File: config.mk
export PLATFORM = sky130hd
export DESIGN_NAME = rs_top
export DESIGN_NICKNAME = d
export VERILOG_FILES = /design/src/rs_pkg.sv /design/src/reg_status.sv /design/src/unit_select.sv /design/src/rs_table.sv /design/src/rs_top.sv
export SDC_FILE = /design/constraint.sdc
export NUM_CORES = 1
export LEC_CHECK = 0
export ABC_CLOCK_PERIOD_IN_PS = 2850
export CAP_MARGIN = 20
export CORE_ASPECT_RATIO = 0.7
export CORE_MARGIN = 5
export CORE_UTILIZATION = 49
export DETAILED_ROUTE_END_ITERATION = 12
export DONT_BUFFER_PORTS = 1
export PLACE_DENSITY = 0.66
export RECOVER_POWER = 25
export SLEW_MARGIN = 20
export SYNTH_ARGS = -nofsm -noshare
export SYNTH_HDL_FRONTEND = slang
export SYNTH_HIERARCHICAL = 1
export SYNTH_SLANG_ARGS = --single-unit
File: constraint.sdc
create_clock -name clock -period 2.85 [get_ports clock]
set_clock_uncertainty 0.1 [all_clocks]
set_input_delay 0.1425 -clock clock [delete_from_list [all_inputs] [get_ports clock]]
set_output_delay 0.1425 -clock clock [all_outputs]
set_load 0.05 [all_outputs]
File: src/rs_pkg.sv
`default_nettype none

package rs_pkg;

	// Three architectural registers R0 to R2
	parameter int NUM_REGS = 3;

	// Entry index width, enough for up to four entries
	parameter int ENTRY_W = 2;

	// Register identifier, code 3 names no register
	typedef logic [1:0] reg_id_t;

	// Register and result value
	typedef logic [9:0] value_t;

	// Immediate, zero-extended into value_t at issue
	typedef logic [3:0] imm_t;

	// Operation codes shared by issue and dispatch
	typedef enum logic [2:0] {
		OP_ADD   = 3'd0,
		OP_SUB   = 3'd1,
		OP_LOAD  = 3'd2,
		OP_STORE = 3'd3
	} op_t;

	// Dispatch payload for the add/sub unit
	typedef struct packed {
		op_t                  op;
		reg_id_t              dest;
		value_t               opnd1;
		value_t               opnd2;
		logic [ENTRY_W-1:0]   entry;
	} alu_payload_t;

	// Dispatch payload for the load/store unit, opnd1 carries the immediate
	typedef struct packed {
		op_t                  op;
		reg_id_t              dest;
		value_t               opnd1;
		value_t               opnd2;
		logic [ENTRY_W-1:0]   entry;
	} mem_payload_t;

endpackage

`default_nettype wire

File: src/reg_status.sv
`timescale 1ns/1ps
`default_nettype none

module reg_status (
	input  logic             clock,
	input  logic             rst_n,
	input  logic             issue_valid,
	input  rs_pkg::reg_id_t  issue_rx,
	input  rs_pkg::reg_id_t  src_a_reg,
	input  rs_pkg::reg_id_t  src_b_reg,
	input  rs_pkg::value_t   reg_r0,
	input  rs_pkg::value_t   reg_r1,
	input  rs_pkg::value_t   reg_r2,
	input  logic             cdb_valid,
	input  rs_pkg::reg_id_t  cdb_reg,
	input  logic             dest_still_pending,
	output logic             src_a_ready,
	output logic             src_b_ready,
	output rs_pkg::value_t   src_a_value,
	output rs_pkg::value_t   src_b_value
);
	import rs_pkg::*;

	// One flag per register, set while some entry will write it
	logic [NUM_REGS-1:0] waiting;

	// Register file values, indexed by register id
	value_t reg_vals [NUM_REGS];

	assign reg_vals = '{reg_r0, reg_r1, reg_r2};

	// Flag update
	// Issue sets the flag of RX and wins over a CDB clear on the same edge
	// A CDB clears only when no other busy entry targets the register
	always_ff @(posedge clock or negedge rst_n) begin
		if (!rst_n) begin
			waiting <= '0;
		end else begin
			for (int i = 0; i < NUM_REGS; i++) begin
				if (issue_valid && issue_rx == reg_id_t'(i)) begin
					waiting[i] <= 1'b1;
				end else if (cdb_valid && cdb_reg == reg_id_t'(i) && !dest_still_pending) begin
					waiting[i] <= 1'b0;
				end
			end
		end
	end

	// Operand read at issue, purely combinational
	// Unknown register id reads as ready with value zero
	always_comb begin
		src_a_ready = 1'b1;
		src_b_ready = 1'b1;
		src_a_value = '0;
		src_b_value = '0;
		for (int i = 0; i < NUM_REGS; i++) begin
			if (src_a_reg == reg_id_t'(i)) begin
				src_a_ready = !waiting[i];
				src_a_value = reg_vals[i];
			end
			if (src_b_reg == reg_id_t'(i)) begin
				src_b_ready = !waiting[i];
				src_b_value = reg_vals[i];
			end
		end
	end

endmodule

`default_nettype wire

File: src/unit_select.sv
`timescale 1ns/1ps
`default_nettype none

module unit_select #(
	parameter int  NUM_ENTRIES = 3,
	parameter type payload_t   = logic
) (
	input  logic                        clock,
	input  logic                        rst_n,
	input  logic [NUM_ENTRIES-1:0]      ready_mask,
	input  payload_t                    cands [NUM_ENTRIES],
	input  logic                        done,
	output logic                        taken,
	output logic [rs_pkg::ENTRY_W-1:0]  taken_entry,
	output logic                        disp_valid,
	output payload_t                    disp_payload
);
	import rs_pkg::*;

	// Unit holds one operation from dispatch until its CDB result
	logic               unit_busy;
	logic               pick_found;
	logic [ENTRY_W-1:0] pick_idx;
	payload_t           pick_payload;

	// Lowest ready candidate of this class
	always_comb begin
		pick_found   = 1'b0;
		pick_idx     = '0;
		pick_payload = cands[0];
		for (int i = NUM_ENTRIES - 1; i >= 0; i--) begin
			if (ready_mask[i]) begin
				pick_found   = 1'b1;
				pick_idx     = ENTRY_W'(i);
				pick_payload = cands[i];
			end
		end
	end

	// Table marks the entry on the same edge the dispatch registers
	assign taken       = !unit_busy && pick_found;
	assign taken_entry = pick_idx;

	// Busy tracker and one-cycle dispatch strobe
	always_ff @(posedge clock or negedge rst_n) begin
		if (!rst_n) begin
			unit_busy  <= 1'b0;
			disp_valid <= 1'b0;
		end else begin
			disp_valid <= taken;
			if (taken) begin
				unit_busy <= 1'b1;
			end else if (done) begin
				unit_busy <= 1'b0;
			end
		end
	end

	// Payload only meaningful with disp_valid
	always_ff @(posedge clock) begin
		if (taken) begin
			disp_payload <= pick_payload;
		end
	end

endmodule

`default_nettype wire

File: src/rs_table.sv
`timescale 1ns/1ps
`default_nettype none

module rs_table #(
	parameter int NUM_ENTRIES = 3
) (
	input  logic                        clock,
	input  logic                        rst_n,
	input  logic                        issue_valid,
	input  rs_pkg::op_t                 issue_op,
	input  rs_pkg::reg_id_t             issue_rx,
	input  rs_pkg::reg_id_t             issue_ry,
	input  rs_pkg::reg_id_t             issue_rz,
	input  rs_pkg::imm_t                issue_imm,
	input  logic                        cdb_valid,
	input  rs_pkg::reg_id_t             cdb_reg,
	input  logic [rs_pkg::ENTRY_W-1:0]  cdb_entry,
	input  rs_pkg::value_t              cdb_value,
	input  logic                        src_a_ready,
	input  logic                        src_b_ready,
	input  rs_pkg::value_t              src_a_value,
	input  rs_pkg::value_t              src_b_value,
	input  logic                        alu_taken,
	input  logic                        mem_taken,
	input  logic [rs_pkg::ENTRY_W-1:0]  alu_taken_entry,
	input  logic [rs_pkg::ENTRY_W-1:0]  mem_taken_entry,
	output rs_pkg::reg_id_t             src_a_reg,
	output rs_pkg::reg_id_t             src_b_reg,
	output logic                        dest_still_pending,
	output logic [NUM_ENTRIES-1:0]      alu_ready_mask,
	output logic [NUM_ENTRIES-1:0]      mem_ready_mask,
	output rs_pkg::alu_payload_t        alu_cands [NUM_ENTRIES],
	output rs_pkg::mem_payload_t        mem_cands [NUM_ENTRIES],
	output logic                        stall
);
	import rs_pkg::*;

	// Control columns
	logic [NUM_ENTRIES-1:0] busy;
	logic [NUM_ENTRIES-1:0] dispatched;
	logic [NUM_ENTRIES-1:0] pend_a;
	logic [NUM_ENTRIES-1:0] pend_b;

	// Payload columns
	op_t     op_q   [NUM_ENTRIES];
	reg_id_t dest_q [NUM_ENTRIES];
	value_t  val_a  [NUM_ENTRIES];
	value_t  val_b  [NUM_ENTRIES];
	reg_id_t tag_a  [NUM_ENTRIES];
	reg_id_t tag_b  [NUM_ENTRIES];

	// Allocation and wakeup decode
	logic [NUM_ENTRIES-1:0] free_vec;
	logic [NUM_ENTRIES-1:0] wake_a;
	logic [NUM_ENTRIES-1:0] wake_b;
	logic [ENTRY_W-1:0]     alloc_idx;
	logic                   alloc_en;
	logic                   issue_mem;
	logic                   bypass_a;
	logic                   bypass_b;
	logic                   new_pend_a;
	logic                   new_pend_b;
	value_t                 new_val_a;
	value_t                 new_val_b;
	reg_id_t                new_tag_b;

	// Sources are always RY and RZ, load/store only uses RY
	assign src_a_reg = issue_ry;
	assign src_b_reg = issue_rz;

	assign issue_mem = (issue_op == OP_LOAD) || (issue_op == OP_STORE);

	// A result on the same edge that releases the register feeds the new entry
	assign bypass_a = cdb_valid && !dest_still_pending && cdb_reg == issue_ry;
	assign bypass_b = cdb_valid && !dest_still_pending && cdb_reg == issue_rz;

	// Operand build for the entry being issued
	always_comb begin
		if (issue_mem) begin
			// Immediate in operand one, RY in operand two
			new_pend_a = 1'b0;
			new_val_a  = value_t'(issue_imm);
			new_pend_b = !src_a_ready && !bypass_a;
			new_val_b  = src_a_ready ? src_a_value : cdb_value;
			new_tag_b  = issue_ry;
		end else begin
			new_pend_a = !src_a_ready && !bypass_a;
			new_val_a  = src_a_ready ? src_a_value : cdb_value;
			new_pend_b = !src_b_ready && !bypass_b;
			new_val_b  = src_b_ready ? src_b_value : cdb_value;
			new_tag_b  = issue_rz;
		end
	end

	// CDB completion frees its slot before allocation looks
	always_comb begin
		alloc_idx = '0;
		for (int i = 0; i < NUM_ENTRIES; i++) begin
			free_vec[i] = !busy[i] || (cdb_valid && cdb_entry == ENTRY_W'(i));
			wake_a[i]   = cdb_valid && pend_a[i] && tag_a[i] == cdb_reg;
			wake_b[i]   = cdb_valid && pend_b[i] && tag_b[i] == cdb_reg;
		end
		// Lowest free slot wins
		for (int i = NUM_ENTRIES - 1; i >= 0; i--) begin
			if (free_vec[i]) begin
				alloc_idx = ENTRY_W'(i);
			end
		end
	end

	assign alloc_en = issue_valid && (|free_vec);

	// Busy entries other than the completing one that still target cdb_reg
	always_comb begin
		dest_still_pending = 1'b0;
		for (int i = 0; i < NUM_ENTRIES; i++) begin
			if (busy[i] && cdb_entry != ENTRY_W'(i) && dest_q[i] == cdb_reg) begin
				dest_still_pending = 1'b1;
			end
		end
	end

	// Control state, later writes take priority within the edge
	always_ff @(posedge clock or negedge rst_n) begin
		if (!rst_n) begin
			busy       <= '0;
			dispatched <= '0;
			pend_a     <= '0;
			pend_b     <= '0;
		end else begin
			for (int i = 0; i < NUM_ENTRIES; i++) begin
				if (cdb_valid && cdb_entry == ENTRY_W'(i)) begin
					busy[i] <= 1'b0;
				end
				if (wake_a[i]) begin
					pend_a[i] <= 1'b0;
				end
				if (wake_b[i]) begin
					pend_b[i] <= 1'b0;
				end
				if ((alu_taken && alu_taken_entry == ENTRY_W'(i)) ||
					(mem_taken && mem_taken_entry == ENTRY_W'(i))) begin
					dispatched[i] <= 1'b1;
				end
				// New issue overrides whatever the slot held
				if (alloc_en && alloc_idx == ENTRY_W'(i)) begin
					busy[i]       <= 1'b1;
					dispatched[i] <= 1'b0;
					pend_a[i]     <= new_pend_a;
					pend_b[i]     <= new_pend_b;
				end
			end
		end
	end

	// Payload columns, captured on wakeup and on allocation
	always_ff @(posedge clock) begin
		for (int i = 0; i < NUM_ENTRIES; i++) begin
			if (wake_a[i]) begin
				val_a[i] <= cdb_value;
			end
			if (wake_b[i]) begin
				val_b[i] <= cdb_value;
			end
			if (alloc_en && alloc_idx == ENTRY_W'(i)) begin
				op_q[i]   <= issue_op;
				dest_q[i] <= issue_rx;
				val_a[i]  <= new_val_a;
				val_b[i]  <= new_val_b;
				tag_a[i]  <= issue_ry;
				tag_b[i]  <= new_tag_b;
			end
		end
	end

	// Ready vectors and candidate payloads per unit class
	always_comb begin
		for (int i = 0; i < NUM_ENTRIES; i++) begin
			alu_ready_mask[i] = busy[i] && !dispatched[i] && !pend_a[i] && !pend_b[i] &&
				(op_q[i] == OP_ADD || op_q[i] == OP_SUB);
			mem_ready_mask[i] = busy[i] && !dispatched[i] && !pend_a[i] && !pend_b[i] &&
				(op_q[i] == OP_LOAD || op_q[i] == OP_STORE);
			alu_cands[i] = '{op: op_q[i], dest: dest_q[i], opnd1: val_a[i],
				opnd2: val_b[i], entry: ENTRY_W'(i)};
			mem_cands[i] = '{op: op_q[i], dest: dest_q[i], opnd1: val_a[i],
				opnd2: val_b[i], entry: ENTRY_W'(i)};
		end
	end

	// Full table blocks the issuer
	assign stall = &busy;

endmodule

`default_nettype wire

File: src/rs_top.sv
`timescale 1ns/1ps
`default_nettype none

module rs_top #(
	parameter int NUM_ENTRIES = 3
) (
	input  logic                        clock,
	input  logic                        rst_n,
	// Issue side
	input  logic                        issue_valid,
	input  rs_pkg::op_t                 issue_op,
	input  rs_pkg::reg_id_t             issue_rx,
	input  rs_pkg::reg_id_t             issue_ry,
	input  rs_pkg::reg_id_t             issue_rz,
	input  rs_pkg::imm_t                issue_imm,
	input  rs_pkg::value_t              reg_r0,
	input  rs_pkg::value_t              reg_r1,
	input  rs_pkg::value_t              reg_r2,
	// Common data bus
	input  logic                        cdb_valid,
	input  rs_pkg::reg_id_t             cdb_reg,
	input  logic [rs_pkg::ENTRY_W-1:0]  cdb_entry,
	input  logic                        cdb_from_alu,
	input  rs_pkg::value_t              cdb_value,
	// Dispatch to the two units
	output logic                        alu_valid,
	output rs_pkg::alu_payload_t        alu_payload,
	output logic                        mem_valid,
	output rs_pkg::mem_payload_t        mem_payload,
	output logic                        stall
);
	import rs_pkg::*;

	// Operand read path at issue
	reg_id_t            src_a_reg;
	reg_id_t            src_b_reg;
	logic               src_a_ready;
	logic               src_b_ready;
	value_t             src_a_value;
	value_t             src_b_value;
	logic               dest_still_pending;

	// Table to selector traffic
	logic [NUM_ENTRIES-1:0] alu_ready_mask;
	logic [NUM_ENTRIES-1:0] mem_ready_mask;
	alu_payload_t           alu_cands [NUM_ENTRIES];
	mem_payload_t           mem_cands [NUM_ENTRIES];
	logic                   alu_taken;
	logic                   mem_taken;
	logic [ENTRY_W-1:0]     alu_taken_entry;
	logic [ENTRY_W-1:0]     mem_taken_entry;

	reg_status u_reg_status (
		.clock              (clock),
		.rst_n              (rst_n),
		.issue_valid        (issue_valid),
		.issue_rx           (issue_rx),
		.src_a_reg          (src_a_reg),
		.src_b_reg          (src_b_reg),
		.reg_r0             (reg_r0),
		.reg_r1             (reg_r1),
		.reg_r2             (reg_r2),
		.cdb_valid          (cdb_valid),
		.cdb_reg            (cdb_reg),
		.dest_still_pending (dest_still_pending),
		.src_a_ready        (src_a_ready),
		.src_b_ready        (src_b_ready),
		.src_a_value        (src_a_value),
		.src_b_value        (src_b_value)
	);

	rs_table #(
		.NUM_ENTRIES (NUM_ENTRIES)
	) u_rs_table (
		.clock              (clock),
		.rst_n              (rst_n),
		.issue_valid        (issue_valid),
		.issue_op           (issue_op),
		.issue_rx           (issue_rx),
		.issue_ry           (issue_ry),
		.issue_rz           (issue_rz),
		.issue_imm          (issue_imm),
		.cdb_valid          (cdb_valid),
		.cdb_reg            (cdb_reg),
		.cdb_entry          (cdb_entry),
		.cdb_value          (cdb_value),
		.src_a_ready        (src_a_ready),
		.src_b_ready        (src_b_ready),
		.src_a_value        (src_a_value),
		.src_b_value        (src_b_value),
		.alu_taken          (alu_taken),
		.mem_taken          (mem_taken),
		.alu_taken_entry    (alu_taken_entry),
		.mem_taken_entry    (mem_taken_entry),
		.src_a_reg          (src_a_reg),
		.src_b_reg          (src_b_reg),
		.dest_still_pending (dest_still_pending),
		.alu_ready_mask     (alu_ready_mask),
		.mem_ready_mask     (mem_ready_mask),
		.alu_cands          (alu_cands),
		.mem_cands          (mem_cands),
		.stall              (stall)
	);

	// Add/sub unit, released by a CDB result flagged as ALU
	unit_select #(
		.NUM_ENTRIES (NUM_ENTRIES),
		.payload_t   (alu_payload_t)
	) u_alu_select (
		.clock        (clock),
		.rst_n        (rst_n),
		.ready_mask   (alu_ready_mask),
		.cands        (alu_cands),
		.done         (cdb_valid && cdb_from_alu),
		.taken        (alu_taken),
		.taken_entry  (alu_taken_entry),
		.disp_valid   (alu_valid),
		.disp_payload (alu_payload)
	);

	// Load/store unit
	unit_select #(
		.NUM_ENTRIES (NUM_ENTRIES),
		.payload_t   (mem_payload_t)
	) u_mem_select (
		.clock        (clock),
		.rst_n        (rst_n),
		.ready_mask   (mem_ready_mask),
		.cands        (mem_cands),
		.done         (cdb_valid && !cdb_from_alu),
		.taken        (mem_taken),
		.taken_entry  (mem_taken_entry),
		.disp_valid   (mem_valid),
		.disp_payload (mem_payload)
	);

endmodule

`default_nettype wire

After elaboration in Yosys (flattened, before gate mapping)
Memory sizes are Yosys's and may differ from the RTL's.
Cells that the tools add are included.
{"block": "totals", "register_bits": 73, "mem_bits_rw": 87, "input_bits": 62, "output_inout_bits": 57, "mem_count": 6}
{"name": "u_rs_table.val_a", "depth": 3, "word_bits": 10, "rd": 3, "rd_clocked_by_memory_dff": 0, "write_ports": 3, "line": "rs_table.sv:47", "text": "value_t val_a [NUM_ENTRIES];"}
{"name": "u_rs_table.val_b", "depth": 3, "word_bits": 10, "rd": 3, "rd_clocked_by_memory_dff": 0, "write_ports": 3, "line": "rs_table.sv:48", "text": "value_t val_b [NUM_ENTRIES];"}
{"name": "u_rs_table.op_q", "depth": 3, "word_bits": 3, "rd": 3, "rd_clocked_by_memory_dff": 0, "write_ports": 1, "line": "rs_table.sv:45", "text": "op_t op_q [NUM_ENTRIES];"}
{"name": "u_rs_table.dest_q", "depth": 3, "word_bits": 2, "rd": 3, "rd_clocked_by_memory_dff": 0, "write_ports": 1, "line": "rs_table.sv:46", "text": "reg_id_t dest_q [NUM_ENTRIES];"}
{"name": "u_rs_table.tag_a", "depth": 3, "word_bits": 2, "rd": 3, "rd_clocked_by_memory_dff": 0, "write_ports": 1, "line": "rs_table.sv:49", "text": "reg_id_t tag_a [NUM_ENTRIES];"}
{"name": "u_rs_table.tag_b", "depth": 3, "word_bits": 2, "rd": 3, "rd_clocked_by_memory_dff": 0, "write_ports": 1, "line": "rs_table.sv:50", "text": "reg_id_t tag_b [NUM_ENTRIES];"}
{"block": "classes", "n_eq_ne": 40, "muxes": 125, "bitwise": 6, "n_reduce_logical": 141}
{"operator": "27-bit two-way mux", "count": 6}
{"operator": "10-bit two-way mux", "count": 16}
{"operator": "1-bit two-way mux", "count": 77}
{"operator": "1-bit logical AND", "count": 64}
{"operator": "2-bit two-way mux", "count": 24}
{"operator": "2-bit nonzero test", "count": 18}
{"operator": "3-bit by 2-bit equality test with 1-bit output, second input constant", "count": 8}
{"operator": "1-bit zero test", "count": 23}
{"operator": "2-bit equality test", "count": 11}
{"operator": "2-bit by 1-bit equality test with 1-bit output, second input constant", "count": 8}
{"operator": "2-bit equality test, second input constant", "count": 8}
{"operator": "2-bit zero test", "count": 8}
{"operator": "2-bit OR reduction", "count": 8}
{"operator": "1-bit logical OR", "count": 13}
{"operator": "3-bit by 1-bit equality test with 1-bit output, second input constant", "count": 3}
{"operator": "3-bit zero test", "count": 3}
{"operator": "3-bit OR reduction", "count": 3}
{"operator": "3-bit two-way mux", "count": 2}
{"operator": "1-bit bitwise OR", "count": 6}
{"operator": "3-bit AND reduction", "count": 1}
{"operator": "2-bit by 1-bit != test with 1-bit output, second input constant", "count": 1}
{"operator": "2-bit != test, second input constant", "count": 1}

Depth between registers and ports, before layout
{"block": "logic_depth", "word_depth": 13, "mapped_depth": 10, "ltp_nobuf": 8}

Hierarchy
Netlist, hierarchy kept.
{"mod": "rs_table", "n_inst": 1, "cells_each": 447, "area_per_inst_um2": 5303.8}
{"mod": "unit_select", "n_inst": 2, "cells_each": 135, "area_per_inst_um2": 1672.9}
{"mod": "reg_status", "n_inst": 1, "cells_each": 65, "area_per_inst_um2": 610.6}
{"mod": "rs_top", "n_inst": 1, "cells_each": 2, "area_per_inst_um2": 16.3}

Worst setup path before layout
OpenSTA, ideal clock, no wires.
{"block": "synth_timing", "path_kind": "reg2reg", "start": "register u_rs_table.pend_a[1]", "end": "register u_rs_table.dispatched[0]", "setup_time_ns": 0.072, "arrival_time_ns": 2.970, "path_slack_ns": -0.292, "path_stages_with_launch": 10, "n_path_buf": 1, "path_cell_list": "dfrtp_1 nor4_1 nand2_1 nor2_1 buf_2 nor3_1 nor2_1 nor3b_1 nor3_1 nor2_1"}
{"block": "synth_between", "elab_chain_cells": 10, "word_cells_on_any_way": 21, "classes_between": "8 x mux; 13 x reduce/logical"}
{"element": "start: declaration", "line": "rs_table.sv:41", "text": "logic [NUM_ENTRIES-1:0] pend_a;"}
{"element": "start signal: indexed assignment", "line": "rs_table.sv:149", "text": "pend_a[i] <= new_pend_a;"}
{"element": "1-bit zero test", "line": "rs_table.sv:179", "text": "alu_ready_mask[i] = busy[i] && !dispatched[i] && !pend_a[i] && !pend_b[i] &&"}
{"element": "1-bit logical AND (3 in series)", "line": "rs_table.sv:179"}
{"element": "named net alu_ready_mask[1]", "line": "rs_top.sv:44", "text": "logic [NUM_ENTRIES-1:0] alu_ready_mask;"}
{"element": "1-bit two-way mux (2 in series)", "line": "unit_select.sv:32", "text": "if (ready_mask[i]) begin"}
{"element": "1-bit logical AND", "line": "unit_select.sv:41", "text": "assign taken = !unit_busy && pick_found;"}
{"element": "named net alu_taken", "line": "rs_top.sv:48", "text": "logic alu_taken;"}
{"element": "1-bit logical AND", "line": "rs_table.sv:141", "text": "if ((alu_taken && alu_taken_entry == ENTRY_W'(i)) ||"}
{"element": "1-bit logical OR", "line": "rs_table.sv:141"}
{"element": "2-bit nonzero test (no source line)"}
{"element": "end signal: assignment", "line": "rs_table.sv:127", "text": "dispatched <= '0;"}
{"element": "end signal: indexed assignment", "line": "rs_table.sv:143", "text": "dispatched[i] <= 1'b1;"}
{"element": "end signal: indexed assignment", "line": "rs_table.sv:148", "text": "dispatched[i] <= 1'b0;"}
{"element": "end: declaration", "line": "rs_table.sv:40", "text": "logic [NUM_ENTRIES-1:0] dispatched;"}
The timed path passes the listed nets, and every way through them passes these cells.
A chain may end at the register's enable or synchronous reset.

==> run summary <==
The post-synthesis register bit count came out at 160. Once detail routing completed, the nets flagged for antenna violations numbered 0. The portion of synthesized area spent on multiplexers is 2.59%. Entering global routing, the biggest net connects 28 pins. The clock-pin slew on the worst setup and hold paths came out at 0.06 ns. The run gives 1603 as the count of filler cells inserted in the layout.

Most used standard cell by instance count after synthesis: sky130_fd_sc_hd__edfxtp_1. Once the floorplan was initialized, standard cells occupied 49.4% of the core. Setup violations remaining at the end of the flow were counted as 0. At the pin with the least slew margin, the transition time is 1.14 ns. Startpoint-to-endpoint class of the critical path: reg -> reg. Clock tree synthesis selected as its root buffer the cell sky130_fd_sc_hd__clkbuf_16. The run gives 3460 µm² as the combined area of the multi-input logic cells. The run gives 17 as the number of CTS-inserted buffers.

The share of final-layout standard cells stronger than drive strength 1 was 17.2%. The required time of the critical path was 2.99 ns; the fraction of the mapped netlist area in simple logic gates was 10.5%. Timing would allow up to 0.380 GHz.

The post-route fraction of the period consumed by the critical path was 92.3%. In this run the critical register-to-register path is launched from u_rs_table/pend_a[1]. The run gives 0 as the number of antenna repair diodes. The number of instances resized during post-cts repair was 0; the area share of the largest cell type after synthesis was 45.6%.

The tool flagged a number of max-cap violations equal to 0. The destination of the worst hold path was u_rs_table/tag_b[0][2]. The site row count was 42. The tools report the overall routed net length as 25700 µm. The worst setup path is captured at a flop. After legalization and detailed placement, the total HPWL measured 18000 µm. Remaining routing DRC violations: 0.

The final count of hold timing violations came out at 0. The mean instance size in the synthesized netlist was 11.8 µm²; the full die area was 21800 µm². The clock sink count is 160.

The setup total negative slack is 0 ns, and the static leakage is 3.32 nW. The layout overhead on the synthesized area is 4.26%. Measured against its own limit, the worst slew margin works out to 23.7%.

In this run the worst path has a maximum fanout of 25. The commonest cells after synthesis are sky130_fd_sc_hd__edfxtp_1, sky130_fd_sc_hd__buf_4, sky130_fd_sc_hd__nor2_1. The power density of the placed cells is 816 nW/µm². Post-synthesis cell type with the largest combined area: sky130_fd_sc_hd__edfxtp_1. Setup repair after global routing left no endpoint under its margin.

Counting I/O delays and the setup requirement, the final critical path takes 2.63 ns. In the final design database the tool counted 792 nets. Summing the areas of all xor and xnor instances in the mapped netlist gives 2.08% of the synthesized area. The worst hold path begins at issue_op[1]. The number of antenna violations at the first check in global routing came out at 2. The path category of the worst min-delay check is in -> reg.

Dividing the detail-routed wire length by the instance count gives 26.0 µm. The detailed router finished its first iteration with 753 violations. The post-synthesis share of cell area spent on full adders, half adders and majority gates was 0%. Once placement finished, the instance area stood at 8800 µm². After floorplanning, the core was sized to cover 18800 µm². TritonCTS built the clock tree. The total overflow left after global routing is 0. The die is 125 µm tall.

For the first-pass GRT wire length, the log shows 39100 µm. Summing the areas of all compound-gate instances in the mapped netlist gives 21.6% of the synthesized area. By area the synthesized netlist is led by sky130_fd_sc_hd__edfxtp_1, sky130_fd_sc_hd__buf_4, sky130_fd_sc_hd__o32ai_2, sky130_fd_sc_hd__dfrtp_1, sky130_fd_sc_hd__o22ai_1.

The number of I/O port buffers is 0. The longest clock path from root to sink contains 2 buffers. Combinational family with the most area after synthesis: compound AO/OA/AOI/OAI gates.

The routed via count was 6513. The run gives 0.44 ns as the clock latency of the later-clocked register in the worst-skew pair. The kind of start point of the critical path is a flop. The number of standard cells after synthesis is 784. The share of flip-flops with an asynchronous set or reset after synthesis is 11.9%. The run finished with clean final reports.

The logs give 2.77 ns for the data arrival time of the worst path and 5 for the number of iterations in the first detailed-routing pass. Of the synthesized area, sequential elements account for 50.8%. The H-tree was split into 4 levels.

The worst hold path passes through 3 cells. The tools report the final weighted congestion of routability-driven global placement as 0.926. The count of distinct cell types in the synthesized netlist was 62; the die span in x was 174 µm. The most used flip-flop cell after synthesis is sky130_fd_sc_hd__edfxtp_1.

The capturing point of the worst reg2reg path was u_mem_select/disp_payload[26]. The setup check on the worst reg-to-reg path leaves a slack of 0.22 ns. Global routing used 23.5% of the available tracks across all layers. Area taken by flip-flops and latches: 4710 µm². The number of cells on the worst reg-to-reg path is 6. After detailed routing, the number of vias per cell comes to 6.61.

Yosys printed 6 warnings. The number of global-route vias before repair came out at 6363. Counting flops with a built-in enable in the synthesized netlist gives 141.

The run gives 0.000372 V as the largest vdd supply drop. The final instance area is 9670 µm², and the netlist area before placement is 9280 µm². The total count of max-transition violations in the final report is 0, and the number of top-level design ports is 119.
==> placed cells by master (no fill, tap or decap), types with 10 or more instances in the layout <==
| cell | synthesis | routed |
|---|---|---|
| sky130_fd_sc_hd__a2bb2oi_1 | 10 | 10 |
| sky130_fd_sc_hd__o2bb2ai_1 | 35 | 35 |
| sky130_fd_sc_hd__clkbuf_16 | 0 | 17 |
| sky130_fd_sc_hd__dfrtp_1 | 19 | 19 |
| sky130_fd_sc_hd__conb_1 | 2 | 12 |
| sky130_fd_sc_hd__inv_1 | 10 | 10 |
| sky130_fd_sc_hd__o21ai_0 | 33 | 33 |
| sky130_fd_sc_hd__xnor2_1 | 20 | 20 |
| sky130_fd_sc_hd__o32ai_1 | 16 | 16 |
| sky130_fd_sc_hd__o22ai_1 | 62 | 62 |
| sky130_fd_sc_hd__mux2i_1 | 24 | 24 |
| sky130_fd_sc_hd__edfxtp_1 | 141 | 141 |
| sky130_fd_sc_hd__nand2_1 | 54 | 54 |
| sky130_fd_sc_hd__o32ai_2 | 34 | 34 |
| sky130_fd_sc_hd__dlygate4sd3_1 | 0 | 31 |
| sky130_fd_sc_hd__nor2_1 | 68 | 65 |
| sky130_fd_sc_hd__buf_4 | 97 | 21 |
==> metal layers <==
metal | global-route usage [%] | wire (µm) | share of wire [%] | vias to the layer above
li1 | - | - | - | 2808
met3 | 7.18 | 2810 | 11 | 38
met5 | 0 | 27 | 0.11 | -
met1 | 34.3 | 11300 | 44 | 3213
met4 | 6.24 | 387 | 1.5 | 4
met2 | 34.3 | 11100 | 43 | 450
==> worst max-delay path by stage <==
stage,end,cells past startpoint,start,slack (ns)
after detailed placement,u_mem_select/disp_payload[26],6,u_rs_table/pend_a[1],0.32
final,u_mem_select/disp_payload[26],6,u_rs_table/pend_a[1],0.22
after CTS,u_mem_select/disp_payload[26],6,u_rs_table/pend_a[1],0.30
after global placement,u_mem_select/disp_payload[26],6,u_rs_table/pend_a[1],0.34
after global routing,u_mem_select/disp_payload[26],6,u_rs_table/pend_a[1],0.09
after floorplan,u_rs_table/dispatched[0],9,u_rs_table/pend_a[1],0.19
==> through the flow <==
step / total power, mW / std cells / worst slack [ns] / hold slack [ns] / utilization, %
global route: 8.20 / 985 / 0.0944 / 0.0580 / 51.6
global placement: 5.58 / 921 / 0.344 / -0.253 / 46.9
detailed placement: 5.65 / 921 / 0.318 / -0.253 / 46.9
floorplan: 5.26 / 794 / 0.189 / -0.253 / -
CTS: 7.88 / 984 / 0.304 / 0.0114 / 51.6
finish: 7.89 / 985 / 0.221 / 0.0354 / 51.6
==> registers in the layout (all words and copies together), names as in the netlist, 3 cells and up <==
name	cells
u_mem_select/disp_payload	27
u_reg_status/waiting	3
u_rs_table/pend_a	3
u_rs_table/busy	3
u_rs_table/pend_b	3
u_rs_table/dispatched	3
u_rs_table/dest_q	6
u_rs_table/op_q	9
u_rs_table/val_b	30
u_alu_select/disp_payload	27
u_rs_table/tag_b	6
u_rs_table/val_a	30
u_rs_table/tag_a	6
==> layout make-up <==
| cell class | count | share of cell area [%] |
|---|---|---|
| multi-input cells | 477 | 35.8 |
| clock inverters | 13 | 1.33 |
| well taps | 242 | 3.13 |
| inverters | 17 | 0.841 |
| repair buffers | 57 | 5.71 |
| clock buffers | 19 | 4.48 |
| flip-flops and latches | 160 | 48.7 |
==> where the power goes <==
group / internal [mW] / leakage (nW) / switching (mW)
sequential: 3.07 / 1.53 / 0.808
clock: 1.22 / 0.263 / 0.974
combinational: 0.643 / 1.53 / 1.17
==> logic make-up (layout without fill, tap and decap cells) <==
family	count (synthesis)	after routing
other	2	12
AOI/OAI and AO/OA	229	229
buffers and inverters	157	106
xor gates and xnor gates	22	22
and+or+nand+nor	190	190
muxes	24	24
DFF	160	160
==> critical path, cell delays in order (launching register included) <==
cell and delay [ns]:
sky130_fd_sc_hd__dfrtp_1 0.41, sky130_fd_sc_hd__nor4_1 0.55, sky130_fd_sc_hd__and3_1 0.42, sky130_fd_sc_hd__or2_1 0.15, sky130_fd_sc_hd__buf_4 0.38, sky130_fd_sc_hd__o32ai_1 0.17, sky130_fd_sc_hd__nor2_1 0.26
==> timing repair <==
action | 4_1_cts | 5_1_grt
hold buffers | 31 | 1
buffers inserted | 0 | 0
hold endpoints to repair | 125 | 19
(Power assumes the default switching activity.)
